### src/design/miner_pkg.sv
/*
 * Miner shared definitions
 * PID, command and decoder state encodings, protocol constants
 * and the 32-bit mixing rule that stands in for the block hash
 */
`default_nettype none

package miner_pkg;

	typedef enum logic [7:0]
	{
		PID_DATA0 = 8'hC3,
		PID_DATA1 = 8'h4B
	} pid_e;

	typedef enum logic [7:0]
	{
		CMD_HASH      = 8'h01,
		CMD_INTERRUPT = 8'h04
	} cmd_e;

	typedef enum logic [2:0]
	{
		IDLE,
		PID,
		CMD,
		PAYLOAD,
		CRC,
		WAIT_EOP
	} dec_state_e;

	localparam logic [7:0] SYNC_BYTE = 8'h80;          // LSB first on the wire
	localparam logic [31:0] NONCE_LIMIT = 32'd65536;
	localparam logic [15:0] CRC16_RESIDUE = 16'h800D;
	localparam int HASH_PAYLOAD_BYTES = 8;             // Header then target

	// Hit when result is below the target
	function automatic logic [31:0] hash_mix(input logic [31:0] header, input logic [31:0] nonce);
		logic [31:0] x;
		x = header ^ nonce;
		x = x ^ {x[24:0], x[31:25]};  // rotl 7
		x = x + 32'h9E3779B9;
		x = x ^ {x[12:0], x[31:13]};  // rotr 13
		return x;
	endfunction

endpackage

`default_nettype wire

### src/design/hash_lane.sv
/*
 * Hash lane
 * Mixes header with nonce_base plus LANE_INDEX and registers the
 * hash, the target compare, the nonce and the step flags
 */
`timescale 1ns/100ps
`default_nettype none

module hash_lane
	import miner_pkg::*;
#(
	parameter int LANE_INDEX = 0
)
(
	input  wire logic        tb_write_enable,
	input  wire logic        rst,
	input  wire logic        in_valid,
	input  wire logic        in_last,
	input  wire logic [31:0] nonce_base,
	input  wire logic [31:0] header,
	input  wire logic [31:0] target,
	output logic             out_valid,
	output logic             out_last,
	output logic             hit,
	output logic      [31:0] nonce,
	output logic      [31:0] hash
);

	logic [31:0] lane_nonce;
	logic [31:0] mix;

	assign lane_nonce = nonce_base + 32'(LANE_INDEX);
	assign mix = hash_mix(header, lane_nonce);

	always_ff @(posedge tb_write_enable)
	begin
		if (rst)
		begin
			out_valid <= 1'b0;
			out_last <= 1'b0;
		end
		else
		begin
			out_valid <= in_valid;
			out_last <= in_valid && in_last;
		end
	end

	always_ff @(posedge tb_write_enable)
	begin
		nonce <= lane_nonce;
		hash <= mix;
		hit <= (mix < target);  // Unsigned compare
	end

endmodule

`default_nettype wire

### src/design/miner_top.sv
/*
 * Nonce search engine top level
 * USB receive path, job dispatch, parallel hash lanes and result collection
 */
`timescale 1ns/100ps
`default_nettype none

module miner_top
#(
	parameter int NUM_LANES = 4,
	parameter int CLKS_PER_BIT = 4
)
(
	input  wire logic        tb_write_enable,
	input  wire logic        rst,
	input  wire logic        d_plus,
	input  wire logic        d_minus,
	output logic             result_valid,
	output logic             result_found,
	output logic      [31:0] result_nonce,
	output logic      [31:0] result_hash,
	output logic             busy,
	output logic             rx_error
);

	logic [7:0] rx_byte;
	logic byte_strobe;
	logic sof_strobe;
	logic eop_strobe;
	logic phy_error;
	logic job_start;
	logic job_abort;
	logic [31:0] job_header;
	logic [31:0] job_target;
	logic lane_valid;
	logic lane_last;
	logic [31:0] nonce_base;
	logic [31:0] lane_header;
	logic [31:0] lane_target;
	logic stop;
	logic [NUM_LANES-1:0] lane_out_valid;
	logic [NUM_LANES-1:0] lane_out_last;
	logic [NUM_LANES-1:0] lane_hit;
	logic [NUM_LANES-1:0][31:0] lane_nonce;
	logic [NUM_LANES-1:0][31:0] lane_hash;

	usb_rx_phy #(.CLKS_PER_BIT(CLKS_PER_BIT)) u_phy (
		.tb_write_enable, .rst,
		.d_plus, .d_minus,
		.rx_byte, .byte_strobe,
		.sof_strobe, .eop_strobe,
		.phy_error
	);

	packet_decoder u_decoder (
		.tb_write_enable, .rst,
		.rx_byte, .byte_strobe,
		.sof_strobe, .eop_strobe,
		.phy_error,
		.job_start, .job_abort,
		.job_header, .job_target,
		.rx_error
	);

	nonce_dispatch #(.NUM_LANES(NUM_LANES)) u_dispatch (
		.tb_write_enable, .rst,
		.job_start, .job_abort,
		.job_header, .job_target,
		.stop, .busy,
		.lane_valid, .lane_last,
		.nonce_base, .lane_header, .lane_target
	);

	for (genvar i = 0; i < NUM_LANES; i++)
	begin : g_lane
		hash_lane #(.LANE_INDEX(i)) u_lane (
			.tb_write_enable, .rst,
			.in_valid(lane_valid), .in_last(lane_last),
			.nonce_base, .header(lane_header), .target(lane_target),
			.out_valid(lane_out_valid[i]), .out_last(lane_out_last[i]),
			.hit(lane_hit[i]), .nonce(lane_nonce[i]), .hash(lane_hash[i])
		);
	end

	result_collector #(.NUM_LANES(NUM_LANES)) u_collector (
		.tb_write_enable, .rst,
		.lane_out_valid, .lane_out_last,
		.lane_hit, .lane_nonce, .lane_hash,
		.job_start, .job_abort,
		.stop, .result_valid, .result_found,
		.result_nonce, .result_hash
	);

endmodule

`default_nettype wire

### src/design/nonce_dispatch.sv
/*
 * Nonce dispatcher
 * Holds the current job and issues one step of NUM_LANES nonces
 * per cycle until a hit, an abort or the nonce limit
 */
`timescale 1ns/100ps
`default_nettype none

module nonce_dispatch
	import miner_pkg::*;
#(
	parameter int NUM_LANES = 4
)
(
	input  wire logic        tb_write_enable,
	input  wire logic        rst,
	input  wire logic        job_start,
	input  wire logic        job_abort,
	input  wire logic [31:0] job_header,
	input  wire logic [31:0] job_target,
	input  wire logic        stop,
	output logic             busy,
	output logic             lane_valid,
	output logic             lane_last,
	output logic      [31:0] nonce_base,
	output logic      [31:0] lane_header,
	output logic      [31:0] lane_target
);

	localparam logic [31:0] STEP = 32'(NUM_LANES);
	localparam logic [31:0] LAST_BASE = NONCE_LIMIT - STEP;

	assign lane_valid = busy;

	always_ff @(posedge tb_write_enable)
	begin
		if (rst)
		begin
			busy <= 1'b0;
			lane_last <= 1'b0;
		end
		else if (job_start)
		begin
			busy <= 1'b1;  // Restarts even when already busy
			lane_last <= (LAST_BASE == 32'd0);
		end
		else if (busy)
		begin
			if (stop || job_abort || lane_last)
			begin
				busy <= 1'b0;
				lane_last <= 1'b0;
			end
			else
				lane_last <= (nonce_base + STEP == LAST_BASE);
		end
	end

	always_ff @(posedge tb_write_enable)
	begin
		if (job_start)
		begin
			nonce_base <= '0;
			lane_header <= job_header;
			lane_target <= job_target;
		end
		else if (busy)
			nonce_base <= nonce_base + STEP;
	end

endmodule

`default_nettype wire

### src/design/packet_decoder.sv
/*
 * Packet decoder
 * Checks the data PID, decodes the command, stages the payload,
 * checks the USB CRC16 residue and issues job start or abort
 */
`timescale 1ns/100ps
`default_nettype none

module packet_decoder
	import miner_pkg::*;
(
	input  wire logic        tb_write_enable,
	input  wire logic        rst,
	input  wire logic  [7:0] rx_byte,
	input  wire logic        byte_strobe,
	input  wire logic        sof_strobe,
	input  wire logic        eop_strobe,
	input  wire logic        phy_error,
	output logic             job_start,
	output logic             job_abort,
	output logic      [31:0] job_header,
	output logic      [31:0] job_target,
	output logic             rx_error
);

	dec_state_e state;
	cmd_e cmd;
	logic bad;
	logic [15:0] crc;
	logic [2:0] pay_cnt;
	logic crc_cnt;
	logic [63:0] stage;
	logic pkt_ok;

	// Serial USB CRC16, each byte fed LSB first
	function automatic logic [15:0] crc16_byte(input logic [15:0] crc_in, input logic [7:0] data);
		logic [15:0] c;
		c = crc_in;
		for (int i = 0; i < 8; i++)
		begin
			if (data[i] ^ c[15])
				c = {c[14:0], 1'b0} ^ 16'h8005;
			else
				c = {c[14:0], 1'b0};
		end
		return c;
	endfunction

	assign pkt_ok = eop_strobe && (state == WAIT_EOP) && !bad && (crc == CRC16_RESIDUE);

	always_ff @(posedge tb_write_enable)
	begin
		if (rst)
		begin
			state <= IDLE;
			cmd <= CMD_HASH;
			bad <= 1'b0;
			crc <= 16'hFFFF;
			pay_cnt <= '0;
			crc_cnt <= 1'b0;
			job_start <= 1'b0;
			job_abort <= 1'b0;
			rx_error <= 1'b0;
		end
		else
		begin
			job_start <= 1'b0;
			job_abort <= 1'b0;
			rx_error <= 1'b0;
			if (sof_strobe)
			begin
				state <= PID;
				bad <= 1'b0;
				crc <= 16'hFFFF;
			end
			else if (eop_strobe)
			begin
				if (pkt_ok)
				begin
					job_start <= (cmd == CMD_HASH);
					job_abort <= (cmd == CMD_INTERRUPT);
				end
				else if (state != IDLE)
					rx_error <= 1'b1;  // Short packet, bad CRC or earlier fault
				state <= IDLE;
			end
			else if (phy_error && state != IDLE)
			begin
				bad <= 1'b1;
				state <= WAIT_EOP;
			end
			else if (byte_strobe)
			begin
				if (state != IDLE && state != PID)
					crc <= crc16_byte(crc, rx_byte);
				case (state)
					PID:
						if (rx_byte == PID_DATA0 || rx_byte == PID_DATA1)
							state <= CMD;
						else
						begin
							bad <= 1'b1;
							state <= WAIT_EOP;
						end
					CMD:
						case (rx_byte)
							CMD_HASH:
							begin
								cmd <= CMD_HASH;
								pay_cnt <= '0;
								state <= PAYLOAD;
							end
							CMD_INTERRUPT:
							begin
								cmd <= CMD_INTERRUPT;
								crc_cnt <= 1'b0;
								state <= CRC;
							end
							default:
							begin
								bad <= 1'b1;
								state <= WAIT_EOP;
							end
						endcase
					PAYLOAD:
					begin
						pay_cnt <= pay_cnt + 1'b1;
						crc_cnt <= 1'b0;
						if (pay_cnt == 3'(HASH_PAYLOAD_BYTES - 1))
							state <= CRC;
					end
					CRC:
					begin
						crc_cnt <= 1'b1;
						if (crc_cnt)
							state <= WAIT_EOP;
					end
					WAIT_EOP: bad <= 1'b1;  // Too many bytes
					default: ;
				endcase
			end
		end
	end

	// Header bytes 0..3 then target bytes 4..7, LSB first
	always_ff @(posedge tb_write_enable)
	begin
		if (byte_strobe && state == PAYLOAD)
			stage <= {rx_byte, stage[63:8]};
		if (pkt_ok && cmd == CMD_HASH)
		begin
			job_header <= stage[31:0];
			job_target <= stage[63:32];
		end
	end

endmodule

`default_nettype wire

### src/design/result_collector.sv
/*
 * Result collector
 * Picks the lowest hitting lane of each step, reports found or
 * not found, and drops steps still in flight after a result
 */
`timescale 1ns/100ps
`default_nettype none

module result_collector
#(
	parameter int NUM_LANES = 4
)
(
	input  wire logic                        tb_write_enable,
	input  wire logic                        rst,
	input  wire logic        [NUM_LANES-1:0] lane_out_valid,
	input  wire logic        [NUM_LANES-1:0] lane_out_last,
	input  wire logic        [NUM_LANES-1:0] lane_hit,
	input  wire logic [NUM_LANES-1:0][31:0] lane_nonce,
	input  wire logic [NUM_LANES-1:0][31:0] lane_hash,
	input  wire logic                        job_start,
	input  wire logic                        job_abort,
	output logic                             stop,
	output logic                             result_valid,
	output logic                             result_found,
	output logic                      [31:0] result_nonce,
	output logic                      [31:0] result_hash
);

	localparam int SEL_W = (NUM_LANES > 1) ? $clog2(NUM_LANES) : 1;

	logic [SEL_W-1:0] sel;
	logic any_hit;
	logic step_last;
	logic armed;
	logic arm_pending;
	logic accept;

	// Lowest index wins
	always_comb
	begin
		sel = '0;
		any_hit = 1'b0;
		for (int i = NUM_LANES - 1; i >= 0; i--)
		begin
			if (lane_out_valid[i] && lane_hit[i])
			begin
				sel = SEL_W'(i);
				any_hit = 1'b1;
			end
		end
	end

	assign step_last = |(lane_out_valid & lane_out_last);
	assign accept = armed && !job_start && !job_abort && (any_hit || step_last);
	assign stop = result_valid && result_found;

	always_ff @(posedge tb_write_enable)
	begin
		if (rst)
		begin
			armed <= 1'b0;
			arm_pending <= 1'b0;
			result_valid <= 1'b0;
			result_found <= 1'b0;
		end
		else
		begin
			result_valid <= accept;
			result_found <= accept && any_hit;
			arm_pending <= job_start;
			if (job_start || job_abort || accept)
				armed <= 1'b0;
			else if (arm_pending)
				armed <= 1'b1;  // First step of the new job is now at the lanes
		end
	end

	always_ff @(posedge tb_write_enable)
	begin
		if (accept)
		begin
			result_nonce <= any_hit ? lane_nonce[sel] : 32'd0;
			result_hash <= any_hit ? lane_hash[sel] : 32'd0;
		end
	end

endmodule

`default_nettype wire

### src/design/usb_rx_phy.sv
/*
 * USB receive PHY
 * Mid-bit sampling of d_plus/d_minus, NRZI decode, bit unstuffing,
 * SYNC and EOP detection and byte assembly, LSB first
 */
`timescale 1ns/100ps
`default_nettype none

module usb_rx_phy
	import miner_pkg::*;
#(
	parameter int CLKS_PER_BIT = 4
)
(
	input  wire logic       tb_write_enable,
	input  wire logic       rst,
	input  wire logic       d_plus,
	input  wire logic       d_minus,
	output logic      [7:0] rx_byte,
	output logic            byte_strobe,
	output logic            sof_strobe,
	output logic            eop_strobe,
	output logic            phy_error
);

	localparam int CNT_W = $clog2(CLKS_PER_BIT) + 1;
	localparam logic [1:0] LINE_J = 2'b10;
	localparam logic [1:0] LINE_SE0 = 2'b00;

	logic [1:0] line_q;
	logic [1:0] line_prev;
	logic [CNT_W-1:0] bit_timer;
	logic active;
	logic in_sync;
	logic rx_abort;
	logic prev_level;
	logic [2:0] ones_cnt;
	logic [2:0] bit_cnt;
	logic [1:0] se0_cnt;
	logic [7:0] shift_reg;
	logic line_edge;
	logic sample;
	logic rx_bit;
	logic [7:0] shift_next;

	assign line_edge = (line_q != line_prev);
	assign sample = active && (bit_timer == CNT_W'(CLKS_PER_BIT / 2 - 1));
	assign rx_bit = (line_q[1] == prev_level);  // No transition is a one
	assign shift_next = {rx_bit, shift_reg[7:1]};
	assign rx_byte = shift_reg;

	always_ff @(posedge tb_write_enable)
	begin
		if (rst)
		begin
			line_q <= LINE_J;
			line_prev <= LINE_J;
			bit_timer <= '0;
		end
		else
		begin
			line_q <= {d_plus, d_minus};
			line_prev <= line_q;
			// Resync on every transition
			if (line_edge || bit_timer == CNT_W'(CLKS_PER_BIT - 1))
				bit_timer <= '0;
			else
				bit_timer <= bit_timer + 1'b1;
		end
	end

	always_ff @(posedge tb_write_enable)
	begin
		if (rst)
		begin
			active <= 1'b0;
			in_sync <= 1'b0;
			rx_abort <= 1'b0;
			prev_level <= 1'b1;
			ones_cnt <= '0;
			bit_cnt <= '0;
			se0_cnt <= '0;
			shift_reg <= '0;
			byte_strobe <= 1'b0;
			sof_strobe <= 1'b0;
			eop_strobe <= 1'b0;
			phy_error <= 1'b0;
		end
		else
		begin
			byte_strobe <= 1'b0;
			sof_strobe <= 1'b0;
			eop_strobe <= 1'b0;
			phy_error <= 1'b0;
			if (!active)
			begin
				in_sync <= 1'b0;
				rx_abort <= 1'b0;
				prev_level <= 1'b1;
				se0_cnt <= '0;
				shift_reg <= '0;
				if (line_q != LINE_J)
					active <= 1'b1;  // First edge away from idle
			end
			else if (sample)
			begin
				if (line_q == LINE_SE0)
				begin
					in_sync <= 1'b0;
					rx_abort <= 1'b1;
					if (se0_cnt != 2'd3)
						se0_cnt <= se0_cnt + 1'b1;
				end
				else if (se0_cnt >= 2'd2 && line_q == LINE_J)
				begin
					eop_strobe <= 1'b1;
					active <= 1'b0;
				end
				else
				begin
					se0_cnt <= '0;
					prev_level <= line_q[1];
					if (!in_sync && !rx_abort)
					begin
						shift_reg <= shift_next;
						if (shift_next == SYNC_BYTE)
						begin
							sof_strobe <= 1'b1;
							in_sync <= 1'b1;
							bit_cnt <= '0;
							ones_cnt <= '0;
						end
					end
					else if (in_sync && ones_cnt == 3'd6)
					begin
						ones_cnt <= '0;  // Stuffed bit dropped
						if (rx_bit)
						begin
							phy_error <= 1'b1;
							in_sync <= 1'b0;
							rx_abort <= 1'b1;
						end
					end
					else if (in_sync)
					begin
						ones_cnt <= rx_bit ? ones_cnt + 1'b1 : 3'd0;
						shift_reg <= shift_next;
						bit_cnt <= bit_cnt + 1'b1;
						if (bit_cnt == 3'd7)
							byte_strobe <= 1'b1;
					end
				end
			end
		end
	end

endmodule

`default_nettype wire

### config.mk
export PLATFORM = sky130hd
export DESIGN_NAME = miner_top
export DESIGN_NICKNAME = d
export VERILOG_FILES = /design/src/design/miner_pkg.sv /design/src/design/hash_lane.sv /design/src/design/miner_top.sv /design/src/design/nonce_dispatch.sv /design/src/design/packet_decoder.sv /design/src/design/result_collector.sv /design/src/design/usb_rx_phy.sv
export SDC_FILE = /design/constraint.sdc
export NUM_CORES = 1
export LEC_CHECK = 0
export BUFFER_PORTS_ARGS = -buffer_cell sky130_fd_sc_hd__buf_2
export CORE_MARGIN = 2
export CORE_UTILIZATION = 45
export CTS_CLUSTER_SIZE = 10
export DETAILED_ROUTE_END_ITERATION = 8
export GPL_TIMING_DRIVEN = 0
export SLEW_MARGIN = 40
export SYNTH_ARGS = -nofsm -noshare
export SYNTH_HDL_FRONTEND = slang
export SYNTH_SLANG_ARGS = --single-unit
### constraint.sdc
create_clock -name tb_write_enable -period 6.1 [get_ports tb_write_enable]
set_clock_uncertainty 0.1 [all_clocks]
set_input_delay 1.22 -clock tb_write_enable [delete_from_list [all_inputs] [get_ports tb_write_enable]]
set_output_delay 1.22 -clock tb_write_enable [all_outputs]
set_load 0.005 [all_outputs]
# [Word-level counts from Yosys, hierarchy flattened]
# Index checks and enable logic that the tools add are counted.
[word_totals] register_bits=622 inputBits=4 output_inout_bits=68 word_cells=354
[classes] addsub=13 n_lt_le_gt_ge=6 eq_ne=41 n_mux=120 bitwise=40 n_reduce_logical=80
[ops] cell="16-bit two-way mux" count=50
[ops] cell="32-bit XOR" count=12
[ops] cell="32-bit adder (second input constant)" count=4
[ops] cell="32-bit binary-select mux with 2-bit select" count=2
[ops] cell="32-bit < comparator" count=4
[ops] cell="32-bit by 2-bit adder with 32-bit output (second input constant)" count=2
[ops] cell="32-bit two-way mux" count=2
[ops] cell="3-bit two-way mux" count=14
[ops] cell="1-bit two-way mux" count=36
[ops] cell="32-bit by 1-bit adder with 32-bit output (second input constant)" count=1
[ops] cell="32-bit by 3-bit adder with 32-bit output (second input constant)" count=1
[ops] cell="32-bit by 16-bit equality test with 1-bit output (second input constant)" count=1
[ops] cell="8-bit two-way mux" count=3
[ops] cell="3-bit NOT" count=8
[ops] cell="6-bit AND reduction" count=4
[ops] cell="1-bit logical AND" count=21
[ops] cell="5-bit AND reduction" count=4
[ops] cell="4-bit OR reduction" count=5
[ops] cell="16-bit equality test (second input constant)" count=1
[ops] cell="8-bit by 1-bit equality test with 1-bit output (second input constant)" count=2
[ops] cell="8-bit by 3-bit equality test with 1-bit output (second input constant)" count=2
[ops] cell="8-bit equality test (second input constant)" count=2
[ops] cell="8-bit one-hot mux with 2 select lines" count=1
[ops] cell="4-bit AND reduction" count=4
[ops] cell="other kinds (38)" count=114

# [Depth between registers and ports, before layout]
# Gate-level depths: netlist of the first run.
[logic_depth] ltp_word=58 depth_mapped=20 ltp_nobuf=18

# [Cells and area by module]
# From an unflattened synthesis of the first run, not the netlist that was laid out.
[unflattened] hier_cells=3119 hier_area_um2=33910.0
[modules_own_cells] module="packet_decoder" instances=1 cells_each=310 area_each_um2=5413.9 seq_area_each_um2=4424.2
[modules_own_cells] module="hash_lane (g_lane[2].u_lane)" instances=1 cells_each=540 area_each_um2=5116.2 seq_area_each_um2=1341.3
[modules_own_cells] module="hash_lane (g_lane[3].u_lane)" instances=1 cells_each=537 area_each_um2=5084.9 seq_area_each_um2=1341.3
[modules_own_cells] module="hash_lane (g_lane[1].u_lane)" instances=1 cells_each=493 area_each_um2=4805.9 seq_area_each_um2=1341.3
[modules_own_cells] module="result_collector" instances=1 cells_each=391 area_each_um2=4265.3 seq_area_each_um2=2001.9
[modules_own_cells] module="nonce_dispatch" instances=1 cells_each=315 area_each_um2=3955.0 seq_area_each_um2=2562.5
[modules_own_cells] module="hash_lane (g_lane[0].u_lane)" instances=1 cells_each=387 area_each_um2=3878.7 seq_area_each_um2=1341.3
[modules_own_cells] module="usb_rx_phy" instances=1 cells_each=146 area_each_um2=1390.1 seq_area_each_um2=620.6

# [Least setup slack after synthesis of the first run]
# No wires, ideal clock.
[synth_timing] path_kind="reg-to-reg" from="register u_decoder.job_start" to="register u_collector.result_hash[0] (enable)" setup_ns=0.567 t_arrival_ns=5.812 required_time_ns=5.433 slack_ns=-0.380 path_stages_with_launch=3 path_buffers=1 synth_period_minus_slack_ns=6.480 cell_sequence="dfxtp_1 clkbuf_1 nor3_1"
[synth_via] elab_chain_len=4
[synth_rtl] item="start: declaration" line="packet_decoder.sv:19" rtl="output logic job_start,"
[synth_rtl] item="start signal: assignment" line="packet_decoder.sv:80" rtl="job_start <= (cmd == CMD_HASH);"
[synth_rtl] item="1-bit zero test" line="result_collector.sv:55" rtl="assign accept = armed && !job_start && !job_abort && (any_hit || step_last);"
[synth_rtl] item="1-bit logical AND (3 in series)" line="result_collector.sv:55"
[synth_rtl] item="net u_collector.accept" line="result_collector.sv:37" rtl="logic accept;"
[synth_rtl] item="end signal: assignment" line="result_collector.sv:84" rtl="result_hash <= any_hit ? lane_hash[sel] : 32'd0;"
[synth_rtl] item="end: declaration" line="result_collector.sv:27" rtl="output logic [31:0] result_hash"
# The timed path passes the listed nets, and every way through them passes these cells.
# A chain may end at the register's enable or synchronous reset.

# [Final worst setup path of the first run]
[layout_timing] from="register u_dispatch.nonce_base[25]" to="register g_lane[1].u_lane.hit"
[layout_via] elab_chain_len=6
[layout_rtl] item="start: declaration" line="nonce_dispatch.sv:25" rtl="output logic [31:0] nonce_base,"
[layout_rtl] item="start signal: assignment" line="nonce_dispatch.sv:68" rtl="nonce_base <= nonce_base + STEP;"
[layout_rtl] item="32-bit by 1-bit adder with 32-bit output" line="hash_lane.sv:32" rtl="assign lane_nonce = nonce_base + 32'(LANE_INDEX);"
[layout_rtl] item="32-bit XOR" line="miner_pkg.sv:40" rtl="x = header ^ nonce;"
[layout_rtl] item="32-bit XOR" line="miner_pkg.sv:41" rtl="x = x ^ {x[24:0], x[31:25]};"
[layout_rtl] item="32-bit adder" line="miner_pkg.sv:42" rtl="x = x + 32'h9E3779B9;"
[layout_rtl] item="32-bit XOR" line="miner_pkg.sv:43" rtl="x = x ^ {x[12:0], x[31:13]};"
[layout_rtl] item="net g_lane[1].u_lane.mix[9]" line="hash_lane.sv:30" rtl="logic [31:0] mix;"
[layout_rtl] item="32-bit < comparator" line="hash_lane.sv:53" rtl="hit <= (mix < target);"
[layout_rtl] item="end signal: assignment" line="hash_lane.sv:53"
[layout_rtl] item="end: declaration" line="hash_lane.sv:24" rtl="output logic hit,"
# The timed path passes the listed nets, and every way through them passes these cells.

==> flow_summary.json, run 1 <==
{
  "status": "finished, final reports clean",
  "slowest_stage": "a2111o_1",
  "netlist_area_um2": 24800,
  "arrival_ps": 6400,
  "seq_power_share": 0.484,
  "syn_inst": 2081,
  "mappedNetlistNets": 2225,
  "slew_violations": 0,
  "cts_sinks": 516,
  "fmax_ghz": 0.166,
  "final_util": 0.521,
  "dpl_worst_slack_ps": -770,
  "total_power_mw": 7.77,
  "hold_violations": 0,
  "placed_area_um2": 26300,
  "hpwl_um": 61900,
  "nets": 2370,
  "crit_fanout": 10,
  "antenna_found_initial": 1,
  "ir_drop_v": 0.000242,
  "areaGrowthSynthToFinish_pct": 15.2,
  "track_usage": 0.275,
  "busiest_layer": "met2",
  "met3_usage": 0.0402,
  "die_x_um": 239,
  "fp.dieH_um": 239,
  "synth-xor-area-share": 0.157,
  "rsz0062_at_grt": "false",
  "crit_chain": "buf_2, xor3_1, buf_4, nor2_2, a2111o_1, o2111ai_4, nand2_1, a21boi_2, a21boi_1, xnor2_1, ha_1, a21o_1, a21o_1, a21oi_1, o21a_1, o21ai_1, nor2_1, o41ai_2, nand2_1",
  "drc": 0,
  "finalCriticalPeriod_ps": 6040,
  "cp-start-kind": "flop",
  "rows": 86,
  "synth-edff-count": 256,
  "endpoint_kind": "flop",
  "min_path_type": "flop to flop",
  "slew-limit-headroom": 0.409,
  "r2r_cells": 19,
  "cts_buffers": 58,
  "start_util": 0.452,
  "routed_wirelength_um": 77500,
  "synth-simple-area-share": 0.112,
  "cts_root_buf": "clkbuf_16",
  "critPathRequiredTime_ps": 6460,
  "synth-compound-area-share": 0.0831,
  "grt_pass1_vias": 16500,
  "cts_tree": "built",
  "ant_nets": 0,
  "use_met2": 0.433,
  "synth-adder-area-share": 0.0707,
  "worst_pin_slew_ps": 880,
  "core_area_um2": 54800,
  "internal_power_mw": 5.87,
  "layout_worst_path_cycle_share": 0.990,
  "place_congestion": 0.964,
  "drive_gt1_frac": 0.145,
  "routedWlPerCell_um": 26.0,
  "diodes": 0,
  "initialDrtViolationCount": 1324,
  "finalWorstSetupSlack_ps": 62.1,
  "first_pass_iters": 5,
  "grt_max_degree": 43,
  "hold_depth": 0,
  "p_sw_mw": 1.90,
  "synth.area.mux_share": 0.0360,
  "ios": 72,
  "setup_violations": 0,
  "max-clock-path-buffers": 3,
  "synth_seq_cells": 516,
  "ys_types": 91,
  "port_buffers": 71,
  "power_density_nw_per_um2": 272,
  "cts_htree_levels": 2,
  "grt_pass1_wl_um": 113000,
  "grt-ovfl-total": 0,
  "synth_top_family_by_area": "XOR/XNOR gates",
  "path_class": "flop to flop",
  "clock_power_share": 0.408,
  "grtUsageMet1": 0.384,
  "path_clk_slew_ps": 60,
  "p_leak_nw": 10.7,
  "swShare": 0.244,
  "async_flop_share": 0,
  "pwr-share-comb": 0.108,
  "synth-main-ff-cell": "dfxtp_1",
  "vias": 16700,
  "seq_area_frac_synth": 0.520,
  "die_area_um2": 56900,
  "vias_per_cell": 5.60,
  "stdcell_area_um2": 28500,
  "ys_warn_count": 0,
  "maxCapViolations": 0,
  "cp_slowest_stage_delay_ps": 630,
  "avgSynthCellArea_um2": 11.9,
  "clk_latency_ps": 630
}
power by group through the flow:
stage / clock, mW / sequential, mW / combinational (mW)
after floorplan: 0 / 3.82 / 0.531
after global placement: 0 / 3.83 / 0.786
after detailed placement: 0 / 3.84 / 0.799
after CTS: 3.25 / 3.76 / 0.820
after global routing: 3.40 / 3.77 / 0.898
final: 3.17 / 3.76 / 0.836
cell usage after synthesis, types with 5 or more instances:
cell type  number  area (um2)
nor3_1         39         195
nand3b_1        7        52.6
o21ai_1        14        70.1
xor2_2          5        81.3
edfxtp_1      256        7690
xnor3_1         6         135
buf_4           8        60.1
mux4_2         32         721
and3_1         14        87.6
o21bai_1       10        75.1
buf_2          13        65.1
mux2i_1        17         170
dfxtp_1       260        5200
nor2b_1        15        93.8
nor4_1         19         119
a21oi_1        75         375
or2_2           5        31.3
a21o_1         41         308
xnor2_1       285        2500
nand4_1        43         269
nand2b_1       13        81.3
nor2_1        127         477
o21ai_0        56         280
and2_1         76         475
ha_1          140        1750
nand2_1        98         368
a211oi_1       10        75.1
o21a_1          8        60.1
o31ai_1         6        45.0
xnor2_2        12         195
xor2_1         93         815
or3_1           7        43.8
nand3_1        42         210
o211ai_1       23         173
inv_1          54         203
clkbuf_1       46         173
a31oi_1         6        37.5
layout make-up:
| cell class | count | area [um2] |
|---|---|---|
| Inverter | 55 | 206 |
| Fill cell | 4827 | 26200 |
| Sequential cell | 516 | 12900 |
| Clock inverter | 5 | 75.1 |
| Tap cell | 704 | 881 |
| Clock buffer | 102 | 1660 |
| Timing Repair Buffer | 87 | 524 |
| Buffer | 71 | 328 |
| Multi-Input combinational cell | 1437 | 12000 |
path summary, 6_finish.rpt:
path,startpoint,to,slack [ps]
setup reg to reg,u_dispatch.nonce_base[25]$_SDFFE_PP0P_,g_lane[1].u_lane.hit$_DFF_P_,60
hold / removal,u_dispatch.nonce_base[14]$_SDFFE_PP0P_,g_lane[2].u_lane.nonce[14]$_DFF_P_,240
hold reg to reg,u_dispatch.nonce_base[14]$_SDFFE_PP0P_,g_lane[2].u_lane.nonce[14]$_DFF_P_,240
setup / recovery,u_dispatch.nonce_base[25]$_SDFFE_PP0P_,g_lane[1].u_lane.hit$_DFF_P_,60
metal layers:
| metal | wire (um) | up-vias | part of all wire |
|---|---|---|---|
| li1 | - | 7753 | - |
| met1 | 34900 | 8233 | 0.45 |
| met2 | 35100 | 550 | 0.45 |
| met3 | 4280 | 129 | 0.055 |
| met4 | 3160 | 0 | 0.041 |
| met5 | 0 | - | 0 |
critical path, delay by kind of cell, from the launching register on:
family | cells | cell delay (ps)
compound gates | 10 | 3150
simple gates | 4 | 720
xor+xnor | 2 | 730
flops | 1 | 380
buf+inv | 2 | 540
fa+ha+maj | 1 | 220
cells in the final DEF (no fill, tap or decap), drive strengths merged, types with 23 or more instances in the layout:
| cell type | Yosys | final |
|---|---|---|
| nand4 | 43 | 43 |
| o211ai | 23 | 23 |
| a21oi | 78 | 78 |
| nand3 | 42 | 42 |
| edfxtp | 256 | 256 |
| a21o | 41 | 41 |
| and2 | 76 | 76 |
| ha | 140 | 140 |
| nand2 | 100 | 100 |
| xnor2 | 298 | 298 |
| clkbuf | 47 | 148 |
| buf | 26 | 112 |
| nor3 | 40 | 40 |
| nor2 | 128 | 128 |
| mux4 | 32 | 32 |
| xor2 | 101 | 101 |
| inv | 55 | 55 |
| o21ai | 72 | 72 |
| dfxtp | 260 | 260 |
sequential cells by signal, summed over array words and instances (netlist names), 4 cells and up:
signal / count
g_lane.u_lane.hash: 128
u_dispatch.lane_header: 32
u_phy.rx_byte: 8
g_lane.u_lane.nonce: 30
u_collector.result_nonce: 32
u_collector.result_hash: 32
u_decoder.job_header: 32
u_dispatch.nonce_base: 30
u_dispatch.lane_target: 32
u_decoder.crc: 16
u_decoder.job_target: 32
u_decoder.stage: 64
g_lane.u_lane.hit: 4
cells by family after synthesis:
group                      after synthesis
buffers and inverters                  128
AOI/OAI and AO/OA                      306
and+or+nand+nor                        535
DFF                                    516
adders and majority gates              140
xor gates and xnor gates               407
muxes                                   49
what timing repair did:
action                     4_1_cts  5_1_grt
pin swaps                        3        2
buffers inserted                 3        3
hold buffers                     0        0
gates resized for setup         34       26
setup endpoints to repair        4        4
per-stage QoR:
step                      std cells  TNS (ps)  hold slack (ps)
after floorplan                2081         0              226
after global placement         2856    -19580              236
after detailed placement       2866     -1910              240
after CTS                      2976         0              250
after global routing           2977         0              258
final                          2977         0              237
Power figures use the tool's default switching activity.
==> run 2: changes to the inputs <==
--- a/config.mk
+++ b/config.mk
@@ -6,11 +6,13 @@
 export NUM_CORES = 1
 export LEC_CHECK = 0
 export BUFFER_PORTS_ARGS = -buffer_cell sky130_fd_sc_hd__buf_2
-export CORE_MARGIN = 2
+export CAP_MARGIN = 20
+export CORE_MARGIN = 8
 export CORE_UTILIZATION = 45
 export CTS_CLUSTER_SIZE = 10
 export DETAILED_ROUTE_END_ITERATION = 8
 export GPL_TIMING_DRIVEN = 0
+export REMOVE_ABC_BUFFERS = 1
 export SLEW_MARGIN = 40
 export SYNTH_ARGS = -nofsm -noshare
 export SYNTH_HDL_FRONTEND = slang
==> flow_summary.json, run 2 (synthesis gave the netlist of run 1 again) <==
{
  "status": "finished, final reports clean",
  "rows": 86,
  "port_buffers": 71,
  "grt_pass1_wl_um": 107000,
  "fp.dieH_um": 251,
  "crit_start": "u_dispatch.nonce_base[16]$_SDFFE_PP0P_",
  "clk_latency_ps": 630,
  "fmax_ghz": 0.167,
  "grt_pass1_vias": 16200,
  "crit_fanout": 10,
  "antenna_found_initial": 0,
  "reg2reg_from": "u_dispatch.nonce_base[16]$_SDFFE_PP0P_",
  "final_util": 0.521,
  "hpwl_um": 56600,
  "grt-ovfl-total": 0,
  "layout_worst_path_cycle_share": 0.984,
  "drive_gt1_frac": 0.150,
  "hold_violations": 0,
  "track_usage": 0.227,
  "routedWlPerCell_um": 24.6,
  "p_leak_nw": 10.7,
  "reg2reg_to": "g_lane[3].u_lane.hit$_DFF_P_",
  "finalCriticalPeriod_ps": 6000,
  "cp-start-kind": "flop",
  "maxCapViolations": 0,
  "hold_buffers": 0,
  "cts_tree": "built",
  "critPathRequiredTime_ps": 6500,
  "place_congestion": 0.981,
  "min_path_type": "flop to flop",
  "areaGrowthSynthToFinish_pct": 15.3,
  "final_common_cell": "edfxtp_1",
  "path_class": "flop to flop",
  "nets": 2318,
  "cts_root_buf": "clkbuf_16",
  "core_area_um2": 54800,
  "drc": 0,
  "slew_violations": 0,
  "placed_area_um2": 26200,
  "ff2ff_setup_slack_ps": 100,
  "regMostFlops": "g_lane.u_lane.hash",
  "vias_per_cell": 5.54,
  "max-clock-path-buffers": 3,
  "final_cell_mix": "256 x edfxtp_1, 254 x dfxtp_1, 249 x xnor2_1",
  "initialDrtViolationCount": 1273,
  "grt_max_degree": 47,
  "top_regs": "g_lane.u_lane.hash (128), u_decoder.stage (64)",
  "stdcell_area_um2": 28600,
  "diodes": 0,
  "setup_violations": 0,
  "ios": 72,
  "cts_buffers": 59,
  "routed_wirelength_um": 72000,
  "cts_sinks": 516,
  "path_clk_slew_ps": 60,
  "die_x_um": 251,
  "cts_htree_levels": 2,
  "arrival_ps": 6410,
  "endpoint_kind": "flop",
  "r2r_cells": 17,
  "power_density_nw_per_um2": 275,
  "worst_pin_slew_ps": 1000,
  "vias": 16200,
  "cp-endpoint": "g_lane[3].u_lane.hit$_DFF_P_",
  "largest_register_ffs": 128,
  "slew-limit-headroom": 0.323,
  "ant_nets": 0,
  "start_util": 0.452,
  "first_pass_iters": 5,
  "ir_drop_v": 0.000234,
  "total_power_mw": 7.85,
  "die_area_um2": 62800
}
## run 2: worst min path at each step
stage                                                start                              endpoint  slack, ps  depth (start not counted)
floorplan           u_dispatch.nonce_base[31]$_SDFFE_PP0P_    g_lane[2].u_lane.nonce[31]$_DFF_P_        300                          0
global placement        u_decoder.job_header[26]$_DFFE_PP_  u_dispatch.lane_header[26]$_DFFE_PP_        300                          0
detailed placement      u_decoder.job_header[16]$_DFFE_PP_  u_dispatch.lane_header[16]$_DFFE_PP_        300                          0
CTS                     u_decoder.job_header[30]$_DFFE_PP_  u_dispatch.lane_header[30]$_DFFE_PP_        300                          0
global route            u_decoder.job_header[18]$_DFFE_PP_  u_dispatch.lane_header[18]$_DFFE_PP_        320                          0
finish                   u_decoder.job_target[1]$_DFFE_PP_   u_dispatch.lane_target[1]$_DFFE_PP_        300                          0
## run 2: stage by stage
step | hold slack [ps] | cells | setup slack [ps] | TNS [ps]
6_report | 300 | 2926 | 97.7 | 0
5_1_grt | 320 | 2926 | -17.4 | -26.6
4_1_cts | 302 | 2924 | -10.9 | -18.1
3_5_place_dp | 305 | 2806 | -983 | -2570
3_3_place_gp | 300 | 2783 | -5470 | -359220
2_1_floorplan | 296 | 2008 | -678 | -43900
## run 2: repair_timing
item / in CTS / in global routing
endpoints found under the setup margin: 4 / 4
pin swaps: 4 / 1
buffers inserted: 9 / 2
resized for setup: 30 / 39
## run 2: layer usage
layer	GRT usage	vias to the layer above	part of all wire
met5	0	-	0
met4	0.0921	0	0.042
met3	0.0331	141	0.054
met2	0.371	494	0.47
met1	0.302	7922	0.44
li1	-	7639	-
## run 2: power by group
group          internal (mW)  switching (mW)  leakage (nW)
clock                   1.90            1.38         0.849
sequential              3.73          0.0439          4.48
combinational          0.317           0.489          5.35
total                   5.94            1.91          10.7
## run 2: critical path, stage by stage, from the launching register on
cell and delay [ps]:
dfxtp_1 440, xnor2_2 450, xor2_2 540, nand3_1 510
nor2_1 430, nand3b_1 140, o21ai_1 180, xor2_1 420
xnor2_1 310, ha_1 410, nand4_1 240, nor4_4 520
nand3_1 130, nand2_1 90, a211oi_1 80, nand3_1 300
a31oi_2 160, or3_1 420
## run 2: cell type report
| cell class | count | area (um2) |
|---|---|---|
| fill | 4770 | 26200 |
| sequential | 516 | 12900 |
| multi-input combinational | 1437 | 12100 |
| clock buffer | 104 | 1690 |
| tap | 704 | 881 |
| timing repair buffer | 105 | 696 |
| inverter | 55 | 209 |
| clock inverter | 5 | 100 |
